## config.mk

```make
export PLATFORM = sky130hd
export DESIGN_NAME = armController
export DESIGN_NICKNAME = d
export VERILOG_FILES = /design/src/armCtrlPkg.sv /design/src/execCtrlIf.sv /design/src/decodeStage.sv /design/src/condCheck.sv /design/src/memAccessDecode.sv /design/src/stageCommit.sv /design/src/armController.sv
export SDC_FILE = /design/constraint.sdc
export NUM_CORES = 1
export LEC_CHECK = 0
export ABC_AREA = 1
export BUFFER_PORTS_ARGS = -buffer_cell sky130_fd_sc_hd__buf_2
export CAP_MARGIN = 20
export CORE_ASPECT_RATIO = 0.6
export CORE_MARGIN = 3
export CORE_UTILIZATION = 49
export CTS_BUF_LIST = sky130_fd_sc_hd__clkbuf_8
export DETAILED_ROUTE_END_ITERATION = 8
export PLACE_DENSITY = 0.83
export SYNTH_ARGS = -nofsm -noshare
export SYNTH_HDL_FRONTEND = slang
export SYNTH_SLANG_ARGS = --single-unit
```

## constraint.sdc

```tcl
create_clock -name clk -period 2.3 [get_ports clk]
set_clock_uncertainty 0.2 [all_clocks]
set_input_delay 0.46 -clock clk [delete_from_list [all_inputs] [get_ports clk]]
set_output_delay 0.46 -clock clk [all_outputs]
set_load 0.01 [all_outputs]
```

## src/armCtrlPkg.sv

```systemverilog
`default_nettype none

package armCtrlPkg;

  // ==================================================
  // Widths and register numbers
  // ==================================================
  localparam int INSTR_WIDTH = 32;  // Instruction and address word
  localparam int FLAGS_WIDTH = 4;   // NZCV
  localparam int PC_REG      = 15;  // R15 is the program counter

  typedef logic [INSTR_WIDTH-1:0] instrT;
  typedef logic [FLAGS_WIDTH-1:0] flagsT;     // N in bit 3 down to V in bit 0
  typedef logic [3:0]             condT;      // Bits 31:28 of the instruction
  typedef logic [3:0]             byteMaskT;  // One enable per byte lane
  typedef logic [1:0]             byteOffT;   // Low address bits
  typedef logic [1:0]             srcSelT;    // Register or immediate source select

  // ==================================================
  // Encodings
  // ==================================================
  // Data-processing opcode, bits 24:21
  typedef enum logic [3:0] {
    OP_AND = 4'h0, OP_EOR = 4'h1, OP_SUB = 4'h2, OP_RSB = 4'h3,
    OP_ADD = 4'h4, OP_ADC = 4'h5, OP_SBC = 4'h6, OP_RSC = 4'h7,
    OP_TST = 4'h8, OP_TEQ = 4'h9, OP_CMP = 4'hA, OP_CMN = 4'hB,
    OP_ORR = 4'hC, OP_MOV = 4'hD, OP_BIC = 4'hE, OP_MVN = 4'hF
  } aluOpT;

  // Condition field
  typedef enum logic [3:0] {
    COND_EQ = 4'h0, COND_NE = 4'h1, COND_CS = 4'h2, COND_CC = 4'h3,
    COND_MI = 4'h4, COND_PL = 4'h5, COND_VS = 4'h6, COND_VC = 4'h7,
    COND_HI = 4'h8, COND_LS = 4'h9, COND_GE = 4'hA, COND_LT = 4'hB,
    COND_GT = 4'hC, COND_LE = 4'hD, COND_AL = 4'hE, COND_NV = 4'hF
  } condCodeT;

  // Instruction class straight from bits 27:26
  typedef enum logic [1:0] {
    DATA_PROC  = 2'b00,
    LOAD_STORE = 2'b01,
    BRANCH     = 2'b10,
    NONE       = 2'b11   // Decodes as no-op
  } instrClassT;

  // Source selects per class
  localparam srcSelT REG_SRC_DEF = 2'b00;  // Rn and Rm from the register file
  localparam srcSelT REG_SRC_BR  = 2'b01;  // Rn read as PC
  localparam srcSelT REG_SRC_STR = 2'b10;  // Rd read as store data
  localparam srcSelT IMM_SRC_DP  = 2'b00;  // 8-bit rotated immediate
  localparam srcSelT IMM_SRC_MEM = 2'b01;  // 12-bit offset
  localparam srcSelT IMM_SRC_BR  = 2'b10;  // 24-bit word offset

endpackage

`default_nettype wire

```

## src/execCtrlIf.sv

```systemverilog
`default_nettype none

// Decode-to-execute control bundle, registered in decodeStage
interface execCtrlIf;

  armCtrlPkg::condT  condE;        // Condition field
  armCtrlPkg::aluOpT aluControlE;  // ALU operation
  logic              flagWriteE;   // S bit of a data-processing op
  logic              aluSrcE;      // Immediate operand B
  logic              regWriteE;
  logic              memWriteE;
  logic              memtoRegE;    // Load result to register
  logic              branchE;
  logic              pcSrcE;       // Writes the PC
  logic              isMemE;       // Single load or store
  logic              isByteE;      // Byte access

  modport decoder (
    output condE, aluControlE, flagWriteE, aluSrcE, regWriteE, memWriteE,
    output memtoRegE, branchE, pcSrcE, isMemE, isByteE
  );

  modport cond   (input condE, aluControlE, flagWriteE);
  modport mem    (input isMemE, isByteE, memtoRegE);
  modport commit (input regWriteE, memWriteE, memtoRegE, branchE, pcSrcE);

endinterface

`default_nettype wire

```

## src/decodeStage.sv

```systemverilog
`default_nettype none

module decodeStage (
  input  logic               clk,
  input  logic               arstN,
  input  logic               stallE,
  input  logic               flushE,
  input  armCtrlPkg::instrT  instrD,
  output armCtrlPkg::srcSelT regSrcD,
  output armCtrlPkg::srcSelT immSrcD,
  execCtrlIf.decoder         ctrl
);

  armCtrlPkg::instrClassT classD;
  armCtrlPkg::aluOpT      aluControlD;
  logic                   aluSrcD;
  logic                   flagWriteD;
  logic                   regWriteD;
  logic                   memWriteD;
  logic                   memtoRegD;
  logic                   branchD;
  logic                   pcSrcD;
  logic                   isMemD;
  logic                   isByteD;

  // ==================================================
  // Decode
  // ==================================================
  assign classD = armCtrlPkg::instrClassT'(instrD[27:26]);

  always_comb begin
    regSrcD     = armCtrlPkg::REG_SRC_DEF;
    immSrcD     = armCtrlPkg::IMM_SRC_DP;
    aluSrcD     = 1'b0;
    aluControlD = armCtrlPkg::OP_ADD;  // Address and target calc add
    flagWriteD  = 1'b0;
    regWriteD   = 1'b0;
    memWriteD   = 1'b0;
    memtoRegD   = 1'b0;
    branchD     = 1'b0;
    isMemD      = 1'b0;
    isByteD     = 1'b0;
    case (classD)
      armCtrlPkg::DATA_PROC: begin
        aluSrcD     = instrD[25];                         // I bit
        aluControlD = armCtrlPkg::aluOpT'(instrD[24:21]);
        flagWriteD  = instrD[20];                         // S bit
        regWriteD   = (instrD[24:23] != 2'b10);           // TST TEQ CMP CMN write no Rd
      end
      armCtrlPkg::LOAD_STORE: begin
        immSrcD = armCtrlPkg::IMM_SRC_MEM;
        aluSrcD = ~instrD[25];  // I set means register offset
        isMemD  = 1'b1;
        isByteD = instrD[22];   // B bit
        // U bit picks the offset direction
        if (instrD[23]) begin
          aluControlD = armCtrlPkg::OP_ADD;
        end else begin
          aluControlD = armCtrlPkg::OP_SUB;
        end
        if (instrD[20]) begin   // Load
          memtoRegD = 1'b1;
          regWriteD = 1'b1;
        end else begin          // Store
          memWriteD = 1'b1;
          regSrcD   = armCtrlPkg::REG_SRC_STR;
        end
      end
      armCtrlPkg::BRANCH: begin
        regSrcD = armCtrlPkg::REG_SRC_BR;
        immSrcD = armCtrlPkg::IMM_SRC_BR;
        aluSrcD = 1'b1;   // PC plus offset
        branchD = 1'b1;
      end
      armCtrlPkg::NONE: begin
        // No-op, defaults stand
      end
    endcase
  end

  // Branch or a write to R15
  assign pcSrcD = branchD | (regWriteD & (instrD[15:12] == 4'(armCtrlPkg::PC_REG)));

  // ==================================================
  // Decode to execute register
  // ==================================================
  always_ff @(posedge clk or negedge arstN) begin
    if (!arstN) begin
      ctrl.condE       <= '0;
      ctrl.aluControlE <= armCtrlPkg::OP_AND;
      ctrl.flagWriteE  <= 1'b0;
      ctrl.aluSrcE     <= 1'b0;
      ctrl.regWriteE   <= 1'b0;
      ctrl.memWriteE   <= 1'b0;
      ctrl.memtoRegE   <= 1'b0;
      ctrl.branchE     <= 1'b0;
      ctrl.pcSrcE      <= 1'b0;
      ctrl.isMemE      <= 1'b0;
      ctrl.isByteE     <= 1'b0;
    end else if (!stallE) begin
      if (flushE) begin            // Bubble
        ctrl.condE       <= '0;
        ctrl.aluControlE <= armCtrlPkg::OP_AND;
        ctrl.flagWriteE  <= 1'b0;
        ctrl.aluSrcE     <= 1'b0;
        ctrl.regWriteE   <= 1'b0;
        ctrl.memWriteE   <= 1'b0;
        ctrl.memtoRegE   <= 1'b0;
        ctrl.branchE     <= 1'b0;
        ctrl.pcSrcE      <= 1'b0;
        ctrl.isMemE      <= 1'b0;
        ctrl.isByteE     <= 1'b0;
      end else begin
        ctrl.condE       <= instrD[31:28];
        ctrl.aluControlE <= aluControlD;
        ctrl.flagWriteE  <= flagWriteD;
        ctrl.aluSrcE     <= aluSrcD;
        ctrl.regWriteE   <= regWriteD;
        ctrl.memWriteE   <= memWriteD;
        ctrl.memtoRegE   <= memtoRegD;
        ctrl.branchE     <= branchD;
        ctrl.pcSrcE      <= pcSrcD;
        ctrl.isMemE      <= isMemD;
        ctrl.isByteE     <= isByteD;
      end
    end
  end

endmodule

`default_nettype wire

```

## src/condCheck.sv

```systemverilog
`default_nettype none

module condCheck (
  execCtrlIf.cond           ctrl,
  input  armCtrlPkg::flagsT flagsE,      // Forwarded NZCV
  input  armCtrlPkg::flagsT aluFlagsE,   // Flags from the ALU this cycle
  output logic              condExE,
  output logic              setFlagsE,
  output armCtrlPkg::flagsT flagsNextE
);

  logic nFlag;
  logic zFlag;
  logic cFlag;
  logic vFlag;
  logic arithE;   // Op produces its own C and V

  assign {nFlag, zFlag, cFlag, vFlag} = flagsE;

  // ==================================================
  // Condition table
  // ==================================================
  always_comb begin
    case (armCtrlPkg::condCodeT'(ctrl.condE))
      armCtrlPkg::COND_EQ: condExE = zFlag;
      armCtrlPkg::COND_NE: condExE = ~zFlag;
      armCtrlPkg::COND_CS: condExE = cFlag;
      armCtrlPkg::COND_CC: condExE = ~cFlag;
      armCtrlPkg::COND_MI: condExE = nFlag;
      armCtrlPkg::COND_PL: condExE = ~nFlag;
      armCtrlPkg::COND_VS: condExE = vFlag;
      armCtrlPkg::COND_VC: condExE = ~vFlag;
      armCtrlPkg::COND_HI: condExE = cFlag & ~zFlag;             // Unsigned higher
      armCtrlPkg::COND_LS: condExE = ~cFlag | zFlag;
      armCtrlPkg::COND_GE: condExE = (nFlag == vFlag);           // Signed
      armCtrlPkg::COND_LT: condExE = (nFlag != vFlag);
      armCtrlPkg::COND_GT: condExE = ~zFlag & (nFlag == vFlag);
      armCtrlPkg::COND_LE: condExE = zFlag | (nFlag != vFlag);
      armCtrlPkg::COND_AL: condExE = 1'b1;
      armCtrlPkg::COND_NV: condExE = 1'b0;                        // Never
    endcase
  end

  // Adder ops own C and V, logic ops leave them alone
  always_comb begin
    case (ctrl.aluControlE)
      armCtrlPkg::OP_SUB, armCtrlPkg::OP_RSB,
      armCtrlPkg::OP_ADD, armCtrlPkg::OP_ADC,
      armCtrlPkg::OP_SBC, armCtrlPkg::OP_RSC,
      armCtrlPkg::OP_CMP, armCtrlPkg::OP_CMN: arithE = 1'b1;
      default:                                arithE = 1'b0;
    endcase
  end

  // ==================================================
  // Next flags
  // ==================================================
  always_comb begin
    flagsNextE = flagsE;
    if (ctrl.flagWriteE) begin
      flagsNextE[3:2] = aluFlagsE[3:2];          // N and Z always
      if (arithE) begin
        flagsNextE[1:0] = aluFlagsE[1:0];
      end
    end
  end

  assign setFlagsE = ctrl.flagWriteE & condExE;  // Failed condition keeps flags

endmodule

`default_nettype wire

```

## src/memAccessDecode.sv

```systemverilog
`default_nettype none

module memAccessDecode (
  execCtrlIf.mem               ctrl,
  input  armCtrlPkg::instrT    aluResultE,   // Effective address
  output armCtrlPkg::byteMaskT byteMaskE,
  output armCtrlPkg::byteOffT  byteOffsetE,
  output logic                 loadByteE
);

  assign byteOffsetE = aluResultE[1:0];  // Lane within the word

  // Lane enables
  always_comb begin
    if (!ctrl.isMemE) begin
      byteMaskE = 4'b0000;                       // No access
    end else if (ctrl.isByteE) begin
      byteMaskE = 4'b0001 << byteOffsetE;        // Single lane
    end else begin
      byteMaskE = 4'b1111;                       // Full word
    end
  end

  // Byte load needs shift and zero fill at writeback
  assign loadByteE = ctrl.isMemE & ctrl.isByteE & ctrl.memtoRegE;

endmodule

`default_nettype wire

```

## src/stageCommit.sv

```systemverilog
`default_nettype none

module stageCommit #(
  parameter int unsigned FWD_FLAGS = 1
) (
  input  logic                 clk,
  input  logic                 arstN,
  input  logic                 stallM,
  input  logic                 stallW,
  input  logic                 flushW,
  execCtrlIf.commit            ctrl,
  input  logic                 condExE,
  input  logic                 setFlagsE,
  input  logic                 loadByteE,
  input  armCtrlPkg::flagsT    flagsNextE,
  input  armCtrlPkg::byteMaskT byteMaskE,
  input  armCtrlPkg::byteOffT  byteOffsetE,
  output armCtrlPkg::flagsT    flagsE,
  output logic                 branchTakenE,
  output logic                 memWriteM,
  output logic                 regWriteW,
  output logic                 memtoRegW,
  output logic                 pcSrcW,
  output logic                 loadByteW,
  output armCtrlPkg::byteMaskT byteMaskM,
  output armCtrlPkg::byteOffT  byteOffsetW
);

  logic                regWriteGE;
  logic                memWriteGE;
  logic                pcSrcGE;
  logic                regWriteM;
  logic                memtoRegM;
  logic                pcSrcM;
  logic                loadByteM;
  logic                setFlagsM;
  logic                setFlagsW;
  armCtrlPkg::byteOffT byteOffsetM;
  armCtrlPkg::flagsT   flagsNextM;
  armCtrlPkg::flagsT   flagsNextW;
  armCtrlPkg::flagsT   flagReg;      // Architectural NZCV

  // ==================================================
  // Execute stage gating
  // ==================================================
  assign branchTakenE = ctrl.branchE & condExE;
  assign regWriteGE   = ctrl.regWriteE & condExE;
  assign memWriteGE   = ctrl.memWriteE & condExE;  // Store squashed on fail
  assign pcSrcGE      = ctrl.pcSrcE & condExE;

  // ==================================================
  // Memory stage
  // ==================================================
  always_ff @(posedge clk or negedge arstN) begin
    if (!arstN) begin
      memWriteM <= 1'b0;
      regWriteM <= 1'b0;
      memtoRegM <= 1'b0;
      pcSrcM    <= 1'b0;
      loadByteM <= 1'b0;
      setFlagsM <= 1'b0;
      byteMaskM <= '0;
    end else if (!stallM) begin   // No flush here
      memWriteM <= memWriteGE;
      regWriteM <= regWriteGE;
      memtoRegM <= ctrl.memtoRegE;
      pcSrcM    <= pcSrcGE;
      loadByteM <= loadByteE;
      setFlagsM <= setFlagsE;
      byteMaskM <= byteMaskE;
    end
  end

  always_ff @(posedge clk) begin
    if (!stallM) begin
      byteOffsetM <= byteOffsetE;
      flagsNextM  <= flagsNextE;
    end
  end

  // ==================================================
  // Writeback stage
  // ==================================================
  always_ff @(posedge clk or negedge arstN) begin
    if (!arstN) begin
      regWriteW <= 1'b0;
      memtoRegW <= 1'b0;
      pcSrcW    <= 1'b0;
      loadByteW <= 1'b0;
      setFlagsW <= 1'b0;
    end else if (!stallW) begin
      regWriteW <= regWriteM & ~flushW;
      memtoRegW <= memtoRegM & ~flushW;
      pcSrcW    <= pcSrcM & ~flushW;
      loadByteW <= loadByteM & ~flushW;
      setFlagsW <= setFlagsM & ~flushW;
    end
  end

  always_ff @(posedge clk) begin
    if (!stallW) begin
      byteOffsetW <= byteOffsetM;
      flagsNextW  <= flagsNextM;
    end
  end

  // Flag register commits as writeback closes
  always_ff @(posedge clk or negedge arstN) begin
    if (!arstN) begin
      flagReg <= '0;
    end else if (setFlagsW && !stallW) begin
      flagReg <= flagsNextW;
    end
  end

  // Youngest pending flag write wins
  always_comb begin
    if ((FWD_FLAGS != 0) && setFlagsM) begin
      flagsE = flagsNextM;
    end else if ((FWD_FLAGS != 0) && setFlagsW) begin
      flagsE = flagsNextW;
    end else begin
      flagsE = flagReg;
    end
  end

endmodule

`default_nettype wire

```

## src/armController.sv

```systemverilog
`default_nettype none

module armController #(
  parameter int unsigned FWD_FLAGS = 1   // Forward flags from M and W
) (
  input  logic                 clk,
  input  logic                 arstN,
  // Hazard unit
  input  logic                 stallE,
  input  logic                 flushE,
  input  logic                 stallM,
  input  logic                 stallW,
  input  logic                 flushW,
  // Datapath
  input  armCtrlPkg::instrT    instrD,
  input  armCtrlPkg::flagsT    aluFlagsE,
  input  armCtrlPkg::instrT    aluResultE,
  output armCtrlPkg::srcSelT   regSrcD,
  output armCtrlPkg::srcSelT   immSrcD,
  output armCtrlPkg::aluOpT    aluControlE,
  output logic                 aluSrcE,
  output logic                 branchTakenE,
  output armCtrlPkg::flagsT    flagsE,
  output logic                 memWriteM,
  output armCtrlPkg::byteMaskT byteMaskM,
  output logic                 regWriteW,
  output logic                 memtoRegW,
  output logic                 pcSrcW,
  output logic                 loadByteW,
  output armCtrlPkg::byteOffT  byteOffsetW
);

  logic                 condExE;
  logic                 setFlagsE;
  logic                 loadByteE;
  armCtrlPkg::flagsT    flagsNextE;
  armCtrlPkg::byteMaskT byteMaskE;
  armCtrlPkg::byteOffT  byteOffsetE;

  execCtrlIf ctrlBus ();   // Registered execute controls

  assign aluControlE = ctrlBus.aluControlE;
  assign aluSrcE     = ctrlBus.aluSrcE;

  // ==================================================
  // Decode and execute register
  // ==================================================
  decodeStage decode_i (
    .clk     (clk),
    .arstN   (arstN),
    .stallE  (stallE),
    .flushE  (flushE),
    .instrD  (instrD),
    .regSrcD (regSrcD),
    .immSrcD (immSrcD),
    .ctrl    (ctrlBus.decoder)
  );

  // ==================================================
  // Execute side by side blocks
  // ==================================================
  condCheck cond_i (
    .ctrl       (ctrlBus.cond),
    .flagsE     (flagsE),
    .aluFlagsE  (aluFlagsE),
    .condExE    (condExE),
    .setFlagsE  (setFlagsE),
    .flagsNextE (flagsNextE)
  );

  memAccessDecode memDec_i (
    .ctrl        (ctrlBus.mem),
    .aluResultE  (aluResultE),
    .byteMaskE   (byteMaskE),
    .byteOffsetE (byteOffsetE),
    .loadByteE   (loadByteE)
  );

  // Gating, M and W registers, flags
  stageCommit #(
    .FWD_FLAGS (FWD_FLAGS)
  ) commit_i (
    .clk          (clk),
    .arstN        (arstN),
    .stallM       (stallM),
    .stallW       (stallW),
    .flushW       (flushW),
    .ctrl         (ctrlBus.commit),
    .condExE      (condExE),
    .setFlagsE    (setFlagsE),
    .loadByteE    (loadByteE),
    .flagsNextE   (flagsNextE),
    .byteMaskE    (byteMaskE),
    .byteOffsetE  (byteOffsetE),
    .flagsE       (flagsE),
    .branchTakenE (branchTakenE),
    .memWriteM    (memWriteM),
    .regWriteW    (regWriteW),
    .memtoRegW    (memtoRegW),
    .pcSrcW       (pcSrcW),
    .loadByteW    (loadByteW),
    .byteMaskM    (byteMaskM),
    .byteOffsetW  (byteOffsetW)
  );

endmodule

`default_nettype wire

```

==> results of run 1 <==
-- power by group --
group,switching [mW],leakage (nW),internal [mW]
logic,0.318,0.809,0.238
clock network,0.254,0.0538,0.236
registers,0.0554,0.603,0.973
total,0.628,1.47,1.45
-- critical path, cell delays in order (launching register included) --
cell	delay, ns
dfrtp_1	0.43
clkinvlp_4	0.19
nand3_2	0.11
nand2_2	0.10
a21oi_2	0.18
nand3_1	0.09
nand3_1	0.10
nand2_1	0.07
nand2_2	0.07
nand2_1	0.06
nor2_2	0.09
buf_2	0.14
-- per-stage QoR --
step / std cells / power (mW) / hold slack, ns
finish: 389 / 2.07 / 0.0318
floorplan: 261 / 1.33 / -0.0356
global route: 389 / 2.20 / 0.0834
CTS: 389 / 2.06 / 0.0499
detailed placement: 377 / 1.53 / 0.206
global placement: 377 / 1.51 / 0.207
-- timing repair --
item / in CTS / in global routing
endpoints found under the setup margin: 1 / 1
pin swaps: 3 / 5
setup buffers: 3 / 0
hold endpoints to repair: 0 / 0
gates resized for setup: 9 / 13
cloned: 1 / 0
-- final cells by class --
cell class / count / area share (%)
Inverter: 33 / 4.54
Tap cell: 60 / 2.70
Timing Repair Buffer: 63 / 12.2
Clock buffer: 6 / 2.96
Sequential cell: 48 / 45.3
Timing Repair inverter: 1 / 0.270
Clock inverter: 2 / 0.270
Multi-Input combinational cell: 176 / 31.7
-- routing by layer --
| layer | vias up | global-route usage, % | wire, µm |
|---|---|---|---|
| li1 | 983 | - | - |
| met1 | 860 | 28.9 | 2430 |
| met2 | 69 | 28.4 | 2060 |
| met3 | 5 | 6.13 | 399 |
| met4 | 0 | 5.01 | 46 |
| met5 | - | 0 | 0 |
-- registers in the layout, indices dropped and copies added, names as in the netlist, 2 cells and up --
| name | count |
|---|---|
| commit_i.byteMaskM | 4 |
| commit_i.flagReg | 4 |
| commit_i.flagsNextM | 4 |
| commit_i.flagsNextW | 4 |
| decode_i.ctrl.aluControlE | 4 |
| decode_i.ctrl.condE | 4 |
| commit_i.byteOffsetM | 2 |
| commit_i.byteOffsetW | 2 |
-- logic make-up after synthesis --
kind of cell / share of synthesized area [%]
mux: 1.51
compound gates: 9.84
buf+inv: 6.71
simple gates: 25.6
flops: 56.4
-- final timing paths --
| check | startpoint | endpoint | slack (ns) |
|---|---|---|---|
| worst max-delay path | commit_i.setFlagsM | branchTakenE | -0.26 |
| worst min register to register | commit_i.byteOffsetM[1] | commit_i.byteOffsetW[1] | 0.22 |
| min in group clk | instrD[28] | decode_i.ctrl.condE[0] | 0.17 |
| worst min-delay path | arstN | commit_i.pcSrcW | 0.03 |
| worst max register to register | commit_i.setFlagsM | commit_i.pcSrcM | 0.38 |
| max in group asynchronous | arstN | commit_i.setFlagsW | 1.32 |
-- Yosys cell counts (all sizes together) --
library cell / count
a21oi: 8
a22o: 2
buf: 2
clkbuf: 2
clkinv: 1
dfrtp: 36
edfxtp: 12
inv: 32
mux2: 3
nand2: 77
nand3: 25
nand3b: 1
nand4: 1
nor2: 24
nor2b: 1
nor3: 1
o21ai: 25
o221ai: 2
o22ai: 2
o31ai: 1
or2: 3
==> impl_metrics.py, run 1 <==
metrics = {
    "grt": {
        "grt_pass1_wl_um": 8240,
        "grt-ovfl-total": 0,
        "grt_max_degree": 37,
        "grt_usage_pct": 19.6,
        "grt_pass1_vias": 1750,
        "antenna_found_initial": 0,
    },
    "clocking": {
        "h-tree-depth": 2,
        "cts_tree": "done",
        "clkTransAtPathRegs_ns": 0.08,
        "clock-sinks": 48,
        "cts_made_buffers": 5,
        "cts_buffer_depth": 2,
        "insertion_delay_ns": 0.30,
        "ctsRootBufferMaster": "clkbuf_8",
        "hold_buffers": 0,
    },
    "sta": {
        "period_needed_ns": 2.56,
        "hold_violations": 0,
        "tightest_slew_ns": 0.775,
        "setup_ws_ns": -0.265,
        "setup_viol": 1,
        "fin_tns_setup_ns": -0.265,
        "rsz0062_at_grt": "yes",
        "max_freq_mhz": 390,
        "slew_viol_final": 0,
        "fin_crit_sh_pct": 112,
        "relSlewSlack_pct": 48.4,
    },
    "pwr": {
        "ir_drop_v": 0.000318,
        "leakage_nw": 1.47,
        "powerDensity_nw_per_um2": 745,
    },
    "final_layout": {
        "diodes": 0,
        "layout_common_cells": "68 x nand2_1, 53 x buf_2, 35 x dfrtp_1, 32 x inv_1, 23 x o21ai_0",
        "syn_to_final_growth_pct": 24.5,
        "fill_cells": 357,
        "seq_area_um2": 1260,
        "final_area_um2": 2790,
        "nNetsFinal": 403,
        "multi_input_area_um2": 883,
        "drive_gt1_share_pct": 29.8,
        "layout_commonest_cell": "nand2_1",
        "final_core_util_pct": 65.4,
    },
    "drt": {
        "drcViolationCount": 0,
        "drt_wl_total_um": 4940,
        "post_drt_wl_per_cell_um": 12.7,
        "vias": 1917,
        "drt_iter0_markers": 134,
        "via_per_inst": 4.93,
        "dr.pass1.iters": 4,
        "drtAntennaViolNets": 0,
    },
    "run_status": {
        "status": "finished with violations",
        "violations": "setup timing",
    },
    "floorplanning": {
        "initial_utilization_pct": 52.6,
        "die_h_um": 58.3,
        "io_pins": 100,
        "core_area_um2": 4260,
        "die_area_um2": 5440,
        "die_w_um": 93.2,
        "rows": 18,
    },
    "setup_path": {
        "cp_max_fo": 5,
        "worstPathRequired_ns": 1.64,
        "worstSetupStartpointType": "flop",
        "arrival_ns": 1.90,
        "crit_path_end_kind": "output pin",
        "critical_path_class": "reg2out",
        "worstRegToRegCells": 11,
    },
    "synth": {
        "synth_area_um2": 2240,
        "synth-seq-area-share_pct": 56.4,
        "yosys_warnings": 0,
        "syn-instance-count": 261,
        "syn_area_per_cell_um2": 8.57,
        "synth_cell_types": 27,
        "yosysTopAreaCell": "dfrtp_1",
        "syn_nets": 336,
        "synth_area_leaders": "dfrtp_1 40%, edfxtp_1 16%, nand2_1 12%",
        "yosysTopAreaCellShare_pct": 40.3,
        "ys_ff_latch": 48,
    },
    "place": {
        "io_buffer_count": 53,
        "dp.final_hpwl_um": 3770,
        "gp_congestion": 0.791,
        "placedInstanceArea_um2": 2600,
        "pre_cts_ws_ns": -0.0384,
    },
    "worst_hold_path": {
        "min_path_type": "in2async",
    },
    "flow_run": {
        "drv.max_cap_violation_count": 0,
    },
}
Note: power is estimated with default switching activity, not from simulation.
==> run 2: changes to the inputs <==
Settings changed: ABC_AREA 1 to unset, CORE_UTILIZATION 49 to 48, PLACE_DENSITY 0.83 to 0.81.
==> run 2 against run 1 <==
  * The flow still finishes with violations (setup timing)
  * Synthesized area decreased by 0.67%
  * Critical path depth shrank 4
  * Sequential share of layout area fell by 0.71 points
  * Worst hold slack got worse by 0.0074 ns
  * Clock power grew 22%
  * Maximum frequency down 17%
  * Via count down 11%
  * Worst setup slack got worse by 0.52 ns
  * Final area is 1.5% higher
  * Global-route usage down 1.2 points
  * Sequential power is essentially flat
  * Routed wire length down 2.0%
  * Critical path type unchanged
  * Critical endpoint unchanged
  * Highest routed layer unchanged
==> impl_metrics.py, run 2 <==
metrics = {
    "synth": {
        "synth_cell_types": 42,
        "synth_area_leaders": "dfrtp_1 41%, edfxtp_1 16%, nand2_1 4.6%",
        "synth-seq-area-share_pct": 56.8,
        "syn-instance-count": 202,
        "ys_top_cells_by_count": "36 x dfrtp_1, 27 x nand2_1, 19 x o21ai_0, 12 x edfxtp_1",
        "yosysTopAreaCellShare_pct": 40.5,
        "synth_edf_count": 12,
        "yosys_warnings": 0,
        "postSynth.asyncResetShare_pct": 75.0,
        "yosysTopAreaCell": "dfrtp_1",
        "ys_ff_latch": 48,
        "syn_nets": 277,
        "post-synth-top-count-cell": "dfrtp_1",
        "synth_area_um2": 2220,
        "syn_area_per_cell_um2": 11.0,
        "yosys_most_used_dff": "dfrtp_1",
    },
    "clocking": {
        "cts_made_buffers": 5,
        "clock-sinks": 48,
        "insertion_delay_ns": 0.30,
        "ctsRootBufferMaster": "clkbuf_8",
        "clkTransAtPathRegs_ns": 0.09,
        "cts_buffer_depth": 2,
        "hold_buffers": 0,
        "h-tree-depth": 2,
        "cts_tree": "done",
    },
    "setup_path": {
        "startpoint": "commit_i.setFlagsW",
        "slowest_stage": "mux4_2",
        "r2r_start": "commit_i.setFlagsW",
        "critical_path.top_delay_family": "multiplexers",
        "cp_cell_sequence": "mux2_4, mux4_2, xnor2_1, a221o_2, a31oi_4, nor2_2, buf_2",
        "slowest_delay_ns": 0.48,
        "cp_max_fo": 3,
        "arrival_ns": 2.42,
        "worstSetupStartpointType": "flop",
        "worstPathRequired_ns": 1.64,
        "critical_path_buf_inv_count": 1,
        "critical_path_class": "reg2out",
        "crit_path_end_kind": "output pin",
    },
    "grt": {
        "grt-ovfl-total": 0,
        "antenna_found_initial": 0,
        "grt_max_degree": 37,
        "grt_pass1_vias": 1643,
        "grt_usage_pct": 18.4,
        "grt_pass1_wl_um": 7650,
    },
    "final_layout": {
        "syn_to_final_growth_pct": 27.2,
        "layout_commonest_cell": "buf_2",
        "layout_common_cells": "52 x buf_2, 36 x dfrtp_1, 27 x nand2_1, 19 x o21ai_0, 16 x buf_4",
        "diodes": 0,
        "nNetsFinal": 346,
        "drive_gt1_share_pct": 37.1,
        "fill_cells": 351,
    },
    "pwr": {
        "ir_drop_v": 0.000349,
        "powerDensity_nw_per_um2": 780,
        "power_mw": 2.21,
        "leakage_nw": 1.34,
    },
    "drt": {
        "drcViolationCount": 0,
        "via_per_inst": 5.17,
        "drt_wl_total_um": 4840,
        "drt_iter0_markers": 98,
        "vias": 1715,
        "drtAntennaViolNets": 0,
        "post_drt_wl_per_cell_um": 14.6,
        "dr.pass1.iters": 4,
    },
    "floorplanning": {
        "io_pins": 100,
        "die_area_um2": 5510,
        "die_w_um": 93.8,
        "core_area_um2": 4280,
        "initial_utilization_pct": 51.9,
        "rows": 18,
        "die_h_um": 58.7,
    },
    "place": {
        "io_buffer_count": 53,
        "gp_congestion": 0.794,
        "dp.final_hpwl_um": 3570,
        "pre_cts_ws_ns": -0.458,
    },
    "run_status": {
        "violations": "setup timing",
        "status": "finished with violations",
    },
    "sta": {
        "slew_viol_final": 0,
        "tightest_slew_ns": 0.766,
        "holdWs_ns": 0.0244,
        "period_needed_ns": 3.08,
        "fin_crit_sh_pct": 134,
        "setup_viol": 6,
        "relSlewSlack_pct": 49.0,
        "setup_ws_ns": -0.781,
        "hold_violations": 0,
        "rsz0062_at_grt": "yes",
        "max_freq_mhz": 325,
    },
    "flow_run": {
        "drv.max_cap_violation_count": 0,
    },
    "worst_hold_path": {
        "min_path_type": "in2async",
    },
}
## run 2: cell count changes after synthesis, moves of 4 or more
| cell | delta |
|---|---|
| a21oi_1 | -7 |
| a22o_1 | +8 |
| clkbuf_1 | +6 |
| inv_1 | -20 |
| mux2_2 | +4 |
| nand2_1 | -46 |
| nand2_2 | -4 |
| nand2b_1 | +9 |
| nand3_1 | -17 |
| nor2_1 | -13 |
| nor2b_1 | +4 |
| o21ai_0 | -6 |
| o21ai_1 | +5 |
## run 2: cell families (layout without fill, tap and decap cells)
| kind of cell | Yosys count | in the layout | synth area share (%) |
|---|---|---|---|
| and+or+nand+nor | 64 | 64 | 13.4 |
| muxes | 15 | 15 | 8.39 |
| xor gates and xnor gates | 2 | 2 | 0.788 |
| buffers and inverters | 22 | 92 | 4.22 |
| DFF | 48 | 48 | 56.8 |
| AOI/OAI and AO/OA | 51 | 51 | 16.4 |
## run 2: where the power goes
| part | internal (mW) | switching (mW) |
|---|---|---|
| Clock | 0.322 | 0.275 |
| Combinational | 0.310 | 0.276 |
| Sequential | 0.968 | 0.0557 |
| Total | 1.60 | 0.607 |
## run 2: per-layer routing
metal  GRT usage, %  wire length (µm)  part of all wire [%]
met1           26.0              2340                    48
met2           28.0              2130                    44
met3           5.87               328                   6.8
met4           4.32                36                  0.74
met5              0                 0                     0
## run 2: final cells by class
type | instances | area [µm²] | area share, %
multi-input cells | 132 | 898 | 31.8
repair buffers | 73 | 437 | 15.4
flip-flops and latches | 48 | 1260 | 44.6
well taps | 60 | 75.1 | 2.66
inverters | 11 | 43.8 | 1.55
clock inverters | 3 | 42.5 | 1.51
clock buffers | 5 | 68.8 | 2.43
## run 2: final timing paths
kind | to | slack (ns) | depth (start not counted)
worst min register to register | commit_i.byteOffsetW[0] | 0.23 | 0
worst max-delay path | branchTakenE | -0.78 | 7
min in group clk | commit_i.byteOffsetM[0] | 0.17 | 1
worst max register to register | commit_i.setFlagsM | -0.26 | 8
max in group asynchronous | decode_i.ctrl.aluControlE[0] | 1.38 | 1
worst min-delay path | commit_i.pcSrcW | 0.02 | 1
## run 2: stage by stage
step	area, µm²	util [%]	TNS (ns)	cells
6_report	2830	66.1	-1.87	332
5_1_grt	2830	66.1	-2.15	332
4_1_cts	2780	65.1	-1.54	329
3_5_place_dp	2640	61.8	-1.13	321
3_3_place_gp	2640	61.8	-1.01	321
2_1_floorplan	2230	-	-0.595	202
## run 2: timing repair
item	in CTS	in global routing
setup buffers	0	6
pin swaps	1	1
endpoints found under the setup margin	7	9
gates resized for setup	6	7
==> run 3: changes to the inputs <==
Settings changed: REMOVE_ABC_BUFFERS set to 1.
==> run 3 against run 2 <==
  * The flow still finishes with violations (setup timing)
  * Largest power group unchanged
  * Worst setup slack worse by 0.024 ns
  * Flip-flop and latch count stayed put
  * Global-route usage is 0.47 points lower
  * Non-clock buffer count is 4 lower
  * Routed wire length is 1.7% lower
  * Highest routed layer unchanged
  * Critical endpoint unchanged
  * Critical path type unchanged
  * Count of clock-buffer cells in the layout stayed put
==> impl_metrics.py, run 3 (same netlist as run 2, synthesis figures left out) <==
metrics = {
    "floorplanning": {
        "io_pins": 100,
        "rows": 18,
        "core_area_um2": 4280,
        "die_area_um2": 5510,
        "die_h_um": 58.7,
        "die_w_um": 93.8,
        "initial_utilization_pct": 51.9,
    },
    "drt": {
        "dr.pass1.iters": 5,
        "drcViolationCount": 0,
        "drt_wl_total_um": 4760,
        "vias": 1722,
        "drt_iter0_markers": 96,
        "drtAntennaViolNets": 0,
        "post_drt_wl_per_cell_um": 14.5,
        "via_per_inst": 5.25,
    },
    "setup_path": {
        "critical_path_class": "reg2out",
        "slowest_stage": "mux4_2",
        "worstSetupStartpointType": "flop",
        "worst_r2r_endpoint": "commit_i.memWriteM",
        "startpoint": "commit_i.setFlagsW",
        "critical_path_buf_inv_count": 1,
        "r2r_start": "commit_i.setFlagsW",
        "cp_cell_sequence": "mux2_4, mux4_2, xnor2_1, a221o_2, a31oi_4, nor2_1, buf_2",
        "arrival_ns": 2.45,
        "slowest_delay_ns": 0.49,
        "r2r_slack_ns": -0.26,
        "worstRegToRegCells": 8,
        "cp_max_fo": 3,
        "critical_path.top_delay_family": "multiplexers",
        "crit_path_end_kind": "output pin",
        "worstPathRequired_ns": 1.64,
    },
    "sta": {
        "relSlewSlack_pct": 49.5,
        "max_freq_mhz": 322,
        "hold_violations": 0,
        "setup_ws_ns": -0.806,
        "rsz0062_at_grt": "yes",
        "holdWs_ns": 0.0195,
        "setup_viol": 6,
        "period_needed_ns": 3.11,
        "slew_viol_final": 0,
        "tightest_slew_ns": 0.758,
        "fin_crit_sh_pct": 135,
    },
    "worst_hold_path": {
        "min_path_type": "in2async",
    },
    "pwr": {
        "ir_drop_v": 0.000289,
        "clkPwrFrac_pct": 23.0,
        "leakage_nw": 1.31,
        "p_comb_share_pct": 27.2,
        "p_sw_uw": 591,
        "powerDensity_nw_per_um2": 740,
        "p_int_mw": 1.47,
        "swShare_pct": 28.6,
        "seqPwrFrac_pct": 49.8,
    },
    "grt": {
        "grt_usage_pct": 17.9,
        "grt.busiest_layer": "met1",
        "grt_pass1_wl_um": 7600,
        "grt-ovfl-total": 0,
        "met2_usage_pct": 24.6,
        "use_met1_pct": 28.4,
        "grt_max_degree": 37,
        "grt_pass1_vias": 1559,
        "antenna_found_initial": 0,
        "grt.met3_usage_pct": 4.34,
    },
    "final_layout": {
        "final_core_util_pct": 65.1,
        "layout_commonest_cell": "buf_2",
        "nNetsFinal": 342,
        "syn_to_final_growth_pct": 25.4,
        "diodes": 0,
        "drive_gt1_share_pct": 35.4,
        "fill_cells": 349,
        "layout_common_cells": "51 x buf_2, 36 x dfrtp_1, 27 x nand2_1, 19 x o21ai_0, 13 x buf_4",
    },
    "clocking": {
        "cts_tree": "done",
        "h-tree-depth": 2,
        "ctsRootBufferMaster": "clkbuf_8",
        "cts_buffer_depth": 2,
        "cts_made_buffers": 5,
        "clock-sinks": 48,
        "clkTransAtPathRegs_ns": 0.09,
        "insertion_delay_ns": 0.30,
    },
    "run_status": {
        "status": "finished with violations",
        "violations": "setup timing",
    },
    "place": {
        "dp.final_hpwl_um": 3540,
        "io_buffer_count": 53,
        "gp_congestion": 0.915,
    },
    "flow_run": {
        "drv.max_cap_violation_count": 0,
    },
}
-- run 3: worst register-to-register path: cells and delay by family (launching register included) --
family	cells	cell delay (ns)
buffers and inverters	2	0.24
xor gates and xnor gates	1	0.14
AOI/OAI and AO/OA	3	0.62
DFF	1	0.43
muxes	2	0.81
-- run 3: final cells by class --
class                   count  area [µm²]  share of cell area, %
multi-input cells         132         916                   32.9
inverters                  11        41.3                   1.48
well taps                  60        75.1                   2.69
repair buffers             69         409                   14.7
flip-flops and latches     48        1260                   45.3
clock inverters             3        15.0                  0.539
clock buffers               5        68.8                   2.47
-- run 3: what timing repair did --
item                       in CTS  in global routing
setup endpoints to repair       8                  9
pin swaps                       4                  0
hold buffers                    0                  0
hold endpoints to repair        0                  0
gates resized for setup         7                  8
setup buffers                   0                  2
-- run 3: worst max path at each step --
stage	to	slack [ns]	cells past startpoint
finish	branchTakenE	-0.81	7
global route	branchTakenE	-0.86	7
CTS	branchTakenE	-0.79	7
detailed placement	branchTakenE	-0.49	7
global placement	branchTakenE	-0.43	7
floorplan	branchTakenE	-0.43	6
-- run 3: stage by stage --
step / worst slack [ns] / setup TNS (ns) / area (µm²) / instances / power [mW]
after floorplan: -0.434 / -0.771 / 2170 / 191 / 1.28
after global placement: -0.431 / -0.894 / 2620 / 319 / 1.50
after detailed placement: -0.491 / -1.23 / 2620 / 319 / 1.52
after CTS: -0.790 / -1.50 / 2740 / 327 / 2.03
after global routing: -0.865 / -2.27 / 2790 / 328 / 2.17
final: -0.806 / -1.80 / 2790 / 328 / 2.06
-- run 3: power by group through the flow --
stage	combinational, mW	clock, mW	sequential, mW
global placement	0.470	0	1.03
detailed placement	0.483	0	1.04
CTS	0.516	0.489	1.02
finish	0.560	0.474	1.03
global route	0.608	0.524	1.04
floorplan	0.250	0	1.03
-- run 3: layer usage --
layer / vias to the layer above / wire length [µm]
met4: 0 / 55
li1: 846 / -
met1: 795 / 2430
met3: 9 / 340
met2: 72 / 1930
met5: - / 0
